**config.mk**
```make
export PLATFORM = sky130hd
export DESIGN_NAME = frame_fifo
export DESIGN_NICKNAME = d
export VERILOG_FILES = /design/src/frame_fifo_pkg.sv /design/src/frame_fifo_write.sv /design/src/frame_fifo_ram.sv /design/src/frame_fifo_read.sv /design/src/frame_fifo.sv
export SDC_FILE = /design/constraint.sdc
export NUM_CORES = 1
export LEC_CHECK = 0
export ABC_AREA = 1
export BUFFER_PORTS_ARGS = -buffer_cell sky130_fd_sc_hd__clkbuf_2
export CORE_AREA = 10 10 126 139
export DETAILED_ROUTE_END_ITERATION = 12
export DIE_AREA = 0 0 136 149
export PLACE_DENSITY = 0.82
export SYNTH_ARGS = -nofsm -noshare
export SYNTH_HDL_FRONTEND = slang
export SYNTH_SLANG_ARGS = --single-unit
```
**constraint.sdc**
```tcl
create_clock -name m_clk -period 3.55 [get_ports m_clk]
set_input_delay 0.355 -clock m_clk [delete_from_list [all_inputs] [get_ports m_clk]]
set_output_delay 0.355 -clock m_clk [all_outputs]
set_load 0.01 [all_outputs]
```
**src/frame_fifo_pkg.sv**
```systemverilog
// fixed 16-word by 8-bit frame FIFO types; the only user bit is the bad-frame marker on last beats
`default_nettype none

package frame_fifo_pkg;

    // data byte width
    localparam int DATA_W = 8;

    // words of storage which must stay a power of two
    localparam int FIFO_DEPTH = 16;
    localparam int ADDR_W = 4;

    // pointer with one extra wrap bit so full and empty differ
    typedef logic [ADDR_W:0] ptr_t;

    // pointer distance that means the storage is completely used
    localparam ptr_t PTR_WRAP = ptr_t'(FIFO_DEPTH);

    // one stream beat as stored in the RAM
    typedef struct packed {
        logic [DATA_W-1:0] data;
        logic              last;
        logic              user;
    } axis_beat_t;

    // status word whose pulses are one cycle wide
    typedef struct packed {
        ptr_t depth;
        ptr_t depth_commit;
        logic overflow;
        logic bad_frame;
        logic good_frame;
    } fifo_status_t;

endpackage

`default_nettype wire

```
**src/frame_fifo_write.sv**
```systemverilog
// write side of the frame FIFO; frames over 16 beats are drained and dropped, user on last marks bad
`timescale 1ns/100ps
`default_nettype none

module frame_fifo_write import frame_fifo_pkg::*; (
    input  wire logic        m_clk,
    input  wire logic        m_rst,

    input  wire axis_beat_t  s_beat,
    input  wire logic        s_valid,
    output logic             s_ready,

    input  wire ptr_t        rd_ptr,

    output logic             wr_en,
    output logic [ADDR_W-1:0] wr_addr,
    output axis_beat_t       wr_beat,

    output ptr_t             commit_ptr,
    output fifo_status_t     status
);

    ptr_t wr_ptr;
    ptr_t wr_ptr_next;
    logic dropping;
    logic full;
    logic oversize;
    logic accept;
    logic drop_beat;

    // full against the read side, oversize against the start of the current frame
    assign full = (ptr_t'(wr_ptr - rd_ptr) == PTR_WRAP);
    assign oversize = (ptr_t'(wr_ptr - commit_ptr) == PTR_WRAP);

    // an oversize frame keeps flowing in so it can drain away
    assign s_ready = !full || oversize;
    assign accept = s_valid && s_ready;
    assign drop_beat = dropping || oversize;

    assign wr_ptr_next = ptr_t'(wr_ptr + 1'b1);

    assign wr_en = accept && !drop_beat;
    assign wr_addr = wr_ptr[ADDR_W-1:0];
    assign wr_beat = s_beat;

    always_ff @(posedge m_clk) begin
        if (m_rst) begin
            wr_ptr <= '0;
            commit_ptr <= '0;
            dropping <= 1'b0;
            status <= '0;
        end else begin
            // pulses default low
            status.overflow <= 1'b0;
            status.bad_frame <= 1'b0;
            status.good_frame <= 1'b0;

            if (accept) begin
                if (drop_beat) begin
                    dropping <= 1'b1;
                    if (s_beat.last) begin
                        // a dropped frame ends here and rewinds to the last commit
                        wr_ptr <= commit_ptr;
                        dropping <= 1'b0;
                        status.overflow <= 1'b1;
                    end
                end else begin
                    wr_ptr <= wr_ptr_next;
                    if (s_beat.last) begin
                        if (s_beat.user) begin
                            // a bad frame discards everything since the commit
                            wr_ptr <= commit_ptr;
                            status.bad_frame <= 1'b1;
                        end else begin
                            // frame complete and visible to the read side
                            commit_ptr <= wr_ptr_next;
                            status.good_frame <= 1'b1;
                        end
                    end
                end
            end

            // depths trail the pointers by one cycle
            status.depth <= ptr_t'(wr_ptr - rd_ptr);
            status.depth_commit <= ptr_t'(commit_ptr - rd_ptr);
        end
    end

endmodule

`default_nettype wire

```
**src/frame_fifo_ram.sv**
```systemverilog
// dual-port storage; the read word appears one cycle after rd_en and holds while rd_en is low
`timescale 1ns/100ps
`default_nettype none

module frame_fifo_ram import frame_fifo_pkg::*; (
    input  wire logic              m_clk,

    input  wire logic              wr_en,
    input  wire logic [ADDR_W-1:0] wr_addr,
    input  wire axis_beat_t        wr_beat,

    input  wire logic              rd_en,
    input  wire logic [ADDR_W-1:0] rd_addr,
    output axis_beat_t             rd_beat
);

    axis_beat_t mem [FIFO_DEPTH];

    always_ff @(posedge m_clk) begin
        if (wr_en) begin
            mem[wr_addr] <= wr_beat;
        end
    end

    // registered read that forms pipeline stage 0
    always_ff @(posedge m_clk) begin
        if (rd_en) begin
            rd_beat <= mem[rd_addr];
        end
    end

endmodule

`default_nettype wire

```
**src/frame_fifo_read.sv**
```systemverilog
// read side; only committed frames are read, so m_valid stays high across a frame while m_ready allows
`timescale 1ns/100ps
`default_nettype none

module frame_fifo_read import frame_fifo_pkg::*; (
    input  wire logic         m_clk,
    input  wire logic         m_rst,

    input  wire ptr_t         commit_ptr,
    output ptr_t              rd_ptr,

    output logic              rd_en,
    output logic [ADDR_W-1:0] rd_addr,
    input  wire axis_beat_t   rd_beat,

    output axis_beat_t        m_beat,
    output logic              m_valid,
    input  wire logic         m_ready
);

    // stage 0 is the RAM read register, stage 1 is the output register
    logic s0_valid;
    logic empty;
    logic out_ready;
    logic s0_free;

    assign empty = (rd_ptr == commit_ptr);

    // output register can take a word when it is empty or being taken
    assign out_ready = !m_valid || m_ready;

    // stage 0 is free next cycle if it is empty or moves down now
    assign s0_free = !s0_valid || out_ready;

    assign rd_en = !empty && s0_free;
    assign rd_addr = rd_ptr[ADDR_W-1:0];

    always_ff @(posedge m_clk) begin
        if (m_rst) begin
            rd_ptr <= '0;
            s0_valid <= 1'b0;
            m_valid <= 1'b0;
        end else begin
            if (rd_en) begin
                rd_ptr <= ptr_t'(rd_ptr + 1'b1);
            end

            if (s0_free) begin
                s0_valid <= rd_en;
            end

            if (out_ready) begin
                m_valid <= s0_valid;
            end
        end
    end

    // output payload follows stage 0 whenever a word moves down
    always_ff @(posedge m_clk) begin
        if (out_ready && s0_valid) begin
            m_beat <= rd_beat;
        end
    end

endmodule

`default_nettype wire

```
**src/frame_fifo.sv**
```systemverilog
// single-clock store-and-forward frame FIFO of 16 beats; longer frames and bad frames are dropped
`timescale 1ns/100ps
`default_nettype none

module frame_fifo import frame_fifo_pkg::*; (
    input  wire logic       m_clk,
    input  wire logic       m_rst,

    input  wire axis_beat_t s_beat,
    input  wire logic       s_valid,
    output logic            s_ready,

    output axis_beat_t      m_beat,
    output logic            m_valid,
    input  wire logic       m_ready,

    output fifo_status_t    status
);

    logic              wr_en;
    logic [ADDR_W-1:0] wr_addr;
    axis_beat_t        wr_beat;

    logic              rd_en;
    logic [ADDR_W-1:0] rd_addr;
    axis_beat_t        rd_beat;

    ptr_t              commit_ptr;
    ptr_t              rd_ptr;

    frame_fifo_write write_i (
        .m_clk      (m_clk),
        .m_rst      (m_rst),
        .s_beat     (s_beat),
        .s_valid    (s_valid),
        .s_ready    (s_ready),
        .rd_ptr     (rd_ptr),
        .wr_en      (wr_en),
        .wr_addr    (wr_addr),
        .wr_beat    (wr_beat),
        .commit_ptr (commit_ptr),
        .status     (status)
    );

    frame_fifo_ram ram_i (
        .m_clk   (m_clk),
        .wr_en   (wr_en),
        .wr_addr (wr_addr),
        .wr_beat (wr_beat),
        .rd_en   (rd_en),
        .rd_addr (rd_addr),
        .rd_beat (rd_beat)
    );

    frame_fifo_read read_i (
        .m_clk      (m_clk),
        .m_rst      (m_rst),
        .commit_ptr (commit_ptr),
        .rd_ptr     (rd_ptr),
        .rd_en      (rd_en),
        .rd_addr    (rd_addr),
        .rd_beat    (rd_beat),
        .m_beat     (m_beat),
        .m_valid    (m_valid),
        .m_ready    (m_ready)
    );

endmodule

`default_nettype wire

```
== Word-level counts from Yosys, hierarchy flattened ==
Memories as Yosys holds them, arrays and structs flattened. A register that Yosys moved wholly into a read port is not among the register bits.
Cells that the tools add are included.

* Reductions and logical operators: 18
* Add/subtract/negate cells: 5
* Eq/ne operators: 4
* Mux-type cells: 10
* Bitwise operators: 3

{| class="wikitable"
|+ Operators by type and width
! operator !! count
|-
| 2-to-1 mux 5 bit || 4
|-
| subtractor 5 bit || 3
|-
| adder 5 x 1 -> 5 bit (second input constant) || 2
|-
| == test 5 bit (second input constant) || 2
|-
| 2-to-1 mux 1 bit || 6
|-
| == test 5 bit || 1
|-
| logical NOT 1 bit || 5
|-
| logical AND 1 bit || 4
|-
| logical OR 1 bit || 4
|-
| AND reduction 2 bit || 2
|-
| OR reduction 4 bit || 1
|-
| inverter 1 bit || 3
|-
| AND reduction 3 bit || 1
|-
| OR reduction 3 bit || 1
|-
| inequality test 2 bit (second input constant) || 1
|}

* Memory bits (writable): 160
* Memories: 1
* Input bits: 14
* Bits in registers: 41

{| class="wikitable"
|+ Memories
! memory !! words !! bits a word !! rd ports !! clocked after Yosys merged registers in !! wr ports !! line !! RTL
|-
| ram_i.mem || 16 || 10 || 1 || 1 || 1 || frame_fifo_ram.sv:17 || <nowiki>axis_beat_t mem [FIFO_DEPTH];</nowiki>
|}

== Longest topological paths before layout ==
Gate-level depths: netlist of run 1.

* Depth in word-level cells: 8
* Depth in mapped cells: 16
* Mapped depth without buffers: 15

== Modules after synthesis ==
From an unflattened synthesis of run 1, not the netlist that was laid out.

* Cells, all modules: 999
* Area, all modules: 9700.6 um2

{| class="wikitable"
|+ Modules (own cells, without submodules)
! module !! seq. area each (um2) !! cells an instance !! instances !! area each (um2)
|-
| frame_fifo_ram || 5104.9 || 682 || 1 || 7279.5
|-
| frame_fifo_write || 480.5 || 235 || 1 || 1657.8
|-
| frame_fifo_read || 440.4 || 82 || 1 || 763.2
|}

== Least setup slack after synthesis of run 1 ==
No wires, ideal clock.

* Kind: reg-to-reg
* From: reg read_i.rd_ptr[2]
* To: mem ram_i.mem[4][0] (netlist name) (enable)
* Arrival: 2726 ps
* Cell stages (with the launch flop): 14
* Slack: 434 ps
* Setup time: 390 ps
* Buffers on the path: 3
* Cells stage by stage: dfxtp_1 -> clkbuf_1 -> inv_1 -> ha_1 -> or2_1 -> nand2_1 -> nand2_1 -> nand3_1 -> nor2_1 -> nand2_4 -> buf_8 -> nand3_4 -> buf_6 -> nor3_1

* Longest elaborated chain between the ends: 8

{| class="wikitable"
|+ RTL lines
! what !! line !! RTL
|-
| start, declared || frame_fifo_read.sv:10 || <nowiki>output ptr_t rd_ptr,</nowiki>
|-
| start signal, assigned || frame_fifo_read.sv:45 || <nowiki>rd_ptr <= ptr_t'(rd_ptr + 1'b1);</nowiki>
|-
| subtractor 5 bit || frame_fifo_write.sv:32 || <nowiki>assign full = (ptr_t'(wr_ptr - rd_ptr) == PTR_WRAP);</nowiki>
|-
| == test 5 bit || frame_fifo_write.sv:32 ||
|-
| logical NOT 1 bit || frame_fifo_write.sv:36 || <nowiki>assign s_ready = !full || oversize;</nowiki>
|-
| logical OR 1 bit || frame_fifo_write.sv:36 ||
|-
| net s_ready || frame_fifo.sv:11 || <nowiki>output logic s_ready,</nowiki>
|-
| logical AND 1 bit || frame_fifo_write.sv:37 || <nowiki>assign accept = s_valid && s_ready;</nowiki>
|-
| logical AND 1 bit || frame_fifo_write.sv:42 || <nowiki>assign wr_en = accept && !drop_beat;</nowiki>
|-
| 2-to-1 mux 1 bit || frame_fifo_ram.sv:20 || <nowiki>if (wr_en) begin</nowiki>
|-
| 2-to-1 mux 1 bit (not written as such) || frame_fifo_ram.sv:21 || <nowiki>mem[wr_addr] <= wr_beat;</nowiki>
|-
| end, declared || frame_fifo_ram.sv:17 ||
|}

The timed path passes the listed nets, and every way through them passes these cells.

== Final worst setup path of run 1 ==
* From: reg read_i.rd_ptr[2]
* To: mem ram_i.mem[3][8] (netlist name) (enable)

* Longest elaborated chain between the ends: 8

{| class="wikitable"
|+ RTL lines
! what !! line
|-
| subtractor 5 bit || frame_fifo_write.sv:32
|-
| == test 5 bit || frame_fifo_write.sv:32
|-
| logical NOT 1 bit || frame_fifo_write.sv:36
|-
| logical OR 1 bit || frame_fifo_write.sv:36
|-
| logical AND 1 bit || frame_fifo_write.sv:37
|-
| logical AND 1 bit || frame_fifo_write.sv:42
|-
| 2-to-1 mux 1 bit || frame_fifo_ram.sv:20
|-
| 2-to-1 mux 1 bit (not written as such) || frame_fifo_ram.sv:21
|}

No other way between the ends.

==> impl_metrics.py, run 1 <==
metrics = {
    "outcome": {
        "status": "finished clean",
    },
    "critical_path": {
        "cp_max_fo": 20,
        "end_kind": "flip-flop",
        "cpMostUsedCell": "nand2_1",
        "r2r-start": "read_i.rd_ptr[2]",
        "cp.buffers_inverters": 1,
        "critPathLaunchType": "flip-flop",
        "cp-startpoint": "read_i.rd_ptr[2]",
        "cpLargestDelayFamily": "simple AND/OR/NAND/NOR gates",
        "cp.arrival_ns": 3.37,
        "cp_data_required_time_ns": 3.68,
        "slowest_stage": "dfxtp_1",
        "slowest_delay_ns": 0.78,
        "path_cells": "inv_1 -> ha_1 -> or2_1 -> nand2_1 -> nand2_1 -> nand3_1 -> nor2_1 -> nand2_4 -> nand3_4 -> nor3_2",
        "crit_type": "reg2reg",
    },
    "place": {
        "port-buffer-count": 38,
        "dp.cells": 963,
        "place.gp.congestion": 1.08,
        "hpwl_um": 13800,
    },
    "floorplanning": {
        "die-width_um": 136,
        "fp.dieH_um": 149,
        "die-area_sq_um": 20300,
        "core_region_area_sq_um": 14800,
        "start_util_pct": 59.6,
        "ioPinCount": 39,
        "row_count": 47,
    },
    "logic_synthesis": {
        "synth_area_sq_um": 8800,
        "yosysTopAreaCell": "edfxtp_1",
        "synth-edff-count": 180,
        "netlist_instances": 747,
        "syn_nets": 780,
        "synth_top_area_share_pct": 61.4,
        "synth_area_leaders": "edfxtp_1 (61%), dfxtp_1 (7.1%), o21ai_0 (5.4%)",
        "async_flop_share_pct": 0,
        "yosysSeqAreaShare_pct": 68.5,
        "ys_warn_count": 0,
        "syn_area_per_cell_sq_um": 11.8,
        "synthTopCellsByCount": "edfxtp_1 (180), nor2_1 (112), o21ai_0 (95), nand2_1 (82), inv_1 (40)",
        "synth_seq_cells": 211,
        "synth_cell_types": 40,
        "ys.flop_type": "edfxtp_1",
        "yosysMostFrequentCell": "edfxtp_1",
    },
    "cts": {
        "clk_pin_slew_ns": 0.06,
        "clk_latency_ns": 0.50,
        "ctsHoldBuffers": 0,
        "cts_resized": 0,
        "cts_buffers": 22,
        "cts_setup_buffers": 0,
        "clockRootBuffer": "clkbuf_16",
        "clock_sinks": 211,
        "cts_max_level": 1,
        "clk_path_buf_depth": 3,
        "cts_tree": "built",
    },
    "worst_hold_path": {
        "min-delay-path-class": "in2reg",
        "min_from": "m_ready",
    },
    "sta": {
        "worst_slew_pin_slew_ns": 1.19,
        "rsz0062_at_grt": "false",
        "final.setup.tns_ns": 0,
        "fmax_mhz": 309,
        "clock-skew-final_ns": 0.00610,
        "min_period_ns": 3.24,
        "setup_violations": 0,
        "finalCritPeriodShare_pct": 91.3,
        "maxSlewViolCount": 0,
        "hold_viol": 0,
        "relSlewSlack_pct": 20.9,
    },
    "final_layout": {
        "n_fill_cell": 1014,
        "drive_gt1_share_pct": 13.4,
        "diodes": 0,
        "area_growth_syn_to_layout_pct": 12.0,
        "post-route-util_pct": 66.8,
        "finalNetCount": 824,
        "final_cells": 1002,
    },
    "drt": {
        "antenna_left": 0,
        "viasPerCell": 6.11,
        "vias": 6124,
        "drt-total-wl_um": 21200,
        "drtPass1Iterations": 6,
        "wl_per_cell_um": 21.1,
        "route.detailed.drc": 0,
        "first_iter_violations": 780,
    },
    "flow_run": {
        "max-cap-violations": 0,
    },
    "grt": {
        "grt_pass1_vias": 5965,
        "grt_max_degree": 85,
        "overflow": 0,
        "antenna_found_initial": 0,
        "grt_pass1_wl_um": 32300,
        "grt_use_total_pct": 20.7,
    },
    "power_and_ir_drop": {
        "power_leakage_uw": 0.00355,
        "ir_drop_mv": 0.569,
        "powerDensity_nw_per_um2": 775,
    },
}
[placed cells by master (no fill, tap or decap), types with 15 or more instances in the layout]
cell type | Yosys | layout
edfxtp_1 | 180 | 180
nor2_1 | 112 | 112
o21ai_0 | 95 | 95
nand2_1 | 82 | 82
inv_1 | 40 | 40
clkbuf_2 | 0 | 38
dfxtp_1 | 31 | 30
nand3_1 | 25 | 25
o22ai_1 | 25 | 25
a21oi_1 | 24 | 24
clkbuf_16 | 0 | 23
buf_4 | 2 | 21
ha_1 | 17 | 17
o221ai_1 | 15 | 15
nor3_1 | 15 | 15
[logic make-up after synthesis]
| logic type | synth area share, % |
|---|---|
| adder cells (fa/ha/maj) | 2.87 |
| AO/OA/AOI/OAI | 11.1 |
| buffers and inverters | 4.12 |
| XOR/XNOR | 0.797 |
| AND/OR/NAND/NOR | 12.6 |
| flip-flops | 68.5 |
[per-stage QoR]
step	power (uW)	hold WS, ns	instance area (sq um)	setup slack (ns)
after floorplan	4860	0.400	8800	0.434
after global placement	5470	0.405	9210	0.637
after detailed placement	5550	0.408	9210	0.428
after CTS	7610	0.196	9860	0.386
after global routing	8020	0.226	9860	0.0382
final	7640	0.200	9860	0.310
[registers in the layout, summed over array words and instances (netlist names)]
register / cells
write_i.dropping: 1
write_i.status: 13
write_i.commit_ptr: 5
ram_i.mem: 160
read_i.s0_valid: 1
ram_i.rd_beat: 10
read_i.m_beat: 10
write_i.wr_ptr: 5
read_i.rd_ptr: 5
read_i.m_valid: 1
[layout make-up]
class	instances	area, sq um	area share, %
Inverter	46	180	1.83
Tap cell	196	245	2.49
Sequential cell	211	6030	61.2
Clock buffer	29	598	6.07
Clock inverter	10	48.8	0.495
Multi-Input combinational cell	451	2410	24.4
Timing Repair Buffer	59	348	3.53
[final timing paths]
path	end	slack, ns	cells past startpoint
setup / recovery	ram_i.mem[3][8]	0.31	10
hold reg to reg	read_i.m_beat[7]	0.42	0
hold / removal	read_i.m_valid	0.20	4
setup reg to reg	ram_i.mem[3][8]	0.31	10
[tightest hold or removal path: cells and delay by family]
| family | cells | cell delay (ns) |
|---|---|---|
| AOI/OAI and AO/OA | 1 | 0.08 |
| and+or+nand+nor | 1 | 0.10 |
| buffers and inverters | 2 | 0.11 |
[power by group]
group	switching [uW]	leakage [uW]	internal [uW]
Combinational	1640	0.00134	680
Sequential	147	0.00189	3110
Clock	878	0.000321	1180
Total	2670	0.00355	4970
[routing by layer]
metal / vias to the layer above / part of all wire, % / GRT usage [%]
li1: 2763 / - / -
met1: 2848 / 35 / 24.3
met2: 418 / 51 / 35.6
met3: 95 / 9.6 / 3.84
met4: 0 / 4.6 / 10.2
met5: - / 0 / 0
(Power assumes the default switching activity.)
==> run 2, diff against run 1 <==
--- a/config.mk
+++ b/config.mk
@@ -7,10 +7,10 @@
 export LEC_CHECK = 0
 export ABC_AREA = 1
 export BUFFER_PORTS_ARGS = -buffer_cell sky130_fd_sc_hd__clkbuf_2
-export CORE_AREA = 10 10 126 139
+export CORE_AREA = 2 2 137 152
 export DETAILED_ROUTE_END_ITERATION = 12
-export DIE_AREA = 0 0 136 149
-export PLACE_DENSITY = 0.82
+export DIE_AREA = 0 0 139 154
+export PLACE_DENSITY = 0.65
 export SYNTH_ARGS = -nofsm -noshare
 export SYNTH_HDL_FRONTEND = slang
 export SYNTH_SLANG_ARGS = --single-unit
==> impl_metrics.py, run 2 (synthesis results as in run 1) <==
metrics = {
    "grt": {
        "antenna_found_initial": 0,
        "grt_pass1_vias": 5450,
        "grt_max_degree": 84,
        "grt_use_total_pct": 18.3,
        "grt_pass1_wl_um": 30600,
        "overflow": 0,
    },
    "cts": {
        "clk_pin_slew_ns": 0.06,
        "clk_path_buf_depth": 3,
        "cts_max_level": 1,
        "cts_buffers": 22,
        "clk_latency_ns": 0.52,
        "cts_tree": "built",
        "clock_sinks": 211,
        "clockRootBuffer": "clkbuf_16",
        "ctsHoldBuffers": 0,
        "cts_resized": 0,
        "cts_setup_buffers": 0,
    },
    "worst_hold_path": {
        "min-delay-path-class": "in2reg",
        "min_from": "m_ready",
        "hold_end": "read_i.m_valid",
        "worstHoldPathCells": 4,
    },
    "final_layout": {
        "top_regs": "ram_i.mem (160), write_i.status (13)",
        "largest-register": "ram_i.mem",
        "drive_gt1_share_pct": 14.2,
        "largest_reg_flops": 160,
        "final_cell_mix": "edfxtp_1 (180), nor2_1 (112), o21ai_0 (95)",
        "area_growth_syn_to_layout_pct": 13.8,
        "diodes": 0,
        "final_common_cell": "edfxtp_1",
        "finalNetCount": 829,
    },
    "sta": {
        "clock-skew-final_ns": 0.0140,
        "relSlewSlack_pct": 35.1,
        "finalCritPeriodShare_pct": 82.4,
        "min_period_ns": 2.93,
        "maxSlewViolCount": 0,
        "worst_slew_pin_slew_ns": 0.974,
        "setup_violations": 0,
        "hold_viol": 0,
        "fmax_mhz": 342,
        "final.setup.tns_ns": 0,
        "hold_slack_ns": 0.197,
        "rsz0062_at_grt": "false",
    },
    "critical_path": {
        "cp.arrival_ns": 2.57,
        "end_kind": "output port",
        "cp_max_fo": 11,
        "cp.buffers_inverters": 3,
        "ff2ff_path_depth": 14,
        "crit_type": "reg2out",
        "path_cells": "inv_1 -> ha_1 -> inv_1 -> fa_1 -> nor2_1 -> nor2_1 -> nor2_1 -> nand3_1 -> nor2_1 -> nand2_4 -> clkbuf_2",
        "rr_endpoint": "ram_i.mem[0][7]",
        "critPathLaunchType": "flip-flop",
        "cpMostUsedCell": "nor2_1",
        "reg2reg_slack_ns": 0.64,
        "r2r-start": "write_i.wr_ptr[0]",
        "cp_data_required_time_ns": 3.19,
        "slowest_stage": "fa_1",
        "cpLargestDelayFamily": "simple AND/OR/NAND/NOR gates",
        "slowest_delay_ns": 0.45,
    },
    "drt": {
        "drt-total-wl_um": 19700,
        "drtPass1Iterations": 5,
        "vias": 5803,
        "route.detailed.drc": 0,
        "first_iter_violations": 575,
        "wl_per_cell_um": 18.5,
        "antenna_left": 0,
        "viasPerCell": 5.45,
    },
    "place": {
        "port-buffer-count": 38,
        "place.gp.congestion": 0.852,
        "hpwl_um": 12500,
    },
    "flow_run": {
        "max-cap-violations": 0,
    },
    "floorplanning": {
        "fp.dieH_um": 154,
        "row_count": 54,
        "core_region_area_sq_um": 19700,
        "ioPinCount": 39,
        "die-area_sq_um": 21400,
        "start_util_pct": 44.6,
        "die-width_um": 139,
    },
    "power_and_ir_drop": {
        "ir_drop_mv": 0.383,
        "powerDensity_nw_per_um2": 771,
        "power_leakage_uw": 0.00359,
    },
    "outcome": {
        "status": "finished clean",
    },
}
[run 2: cell count changes in the layout (fill, tap and decap cells not counted), sizes merged]
cell,change
buf,+5
bufinv,+2
clkbuf,-4
clkinv,+1
clkinvlp,+2
[run 2: worst max-delay path by stage]
stage	start	slack (ns)	endpoint	cells past startpoint
after floorplan	read_i.rd_ptr[2]	0.43	ram_i.mem[4][0]	13
after global placement	write_i.wr_ptr[0]	0.73	ram_i.mem[0][9]	14
after detailed placement	write_i.wr_ptr[0]	0.64	ram_i.mem[0][6]	14
after CTS	write_i.wr_ptr[0]	0.61	s_ready	11
after global routing	write_i.wr_ptr[0]	0.39	ram_i.mem[0][4]	14
final	write_i.wr_ptr[0]	0.62	s_ready	11
[run 2: worst reg2reg max path: cells and delay by family, from the launching register on]
family / cells / cell delay [ns]
fa+ha+maj: 2 / 0.63
buf+inv: 4 / 0.56
flops: 1 / 0.34
simple gates: 8 / 1.08
[run 2: routing by layer]
layer | wire length (um) | track usage, % | share of wire, %
met3 | 1220 | 2.40 | 6.2
met5 | 0 | 0 | 0
met4 | 382 | 5.15 | 1.9
met2 | 9350 | 29.5 | 47
met1 | 8770 | 26.3 | 44
[run 2: power breakdown]
group / total, uW / switching, uW / internal [uW]
Clock: 2210 / 920 / 1290
Combinational: 2280 / 1590 / 685
Sequential: 3230 / 128 / 3110
[run 2: layout make-up]
cell class                 count  area, sq um
multi-input combinational    451         2410
clock inverter                15          135
fill                        1732         9720
clock buffer                  25          562
timing repair buffer          64          385
tap                          252          315
inverter                      46          180
sequential                   211         6030
[run 2: per-stage QoR]
step           worst slack [ns]  total power [uW]  util (%)  cell area (sq um)  cells
2_1_floorplan             0.434              4860         -               8800    747
3_3_place_gp              0.728              5530      47.2               9320   1024
3_5_place_dp              0.641              5560      47.2               9320   1024
4_1_cts                   0.608              7780      50.8              10000   1064
5_1_grt                   0.393              8180      50.8              10000   1064
6_report                  0.623              7720      50.8              10000   1064
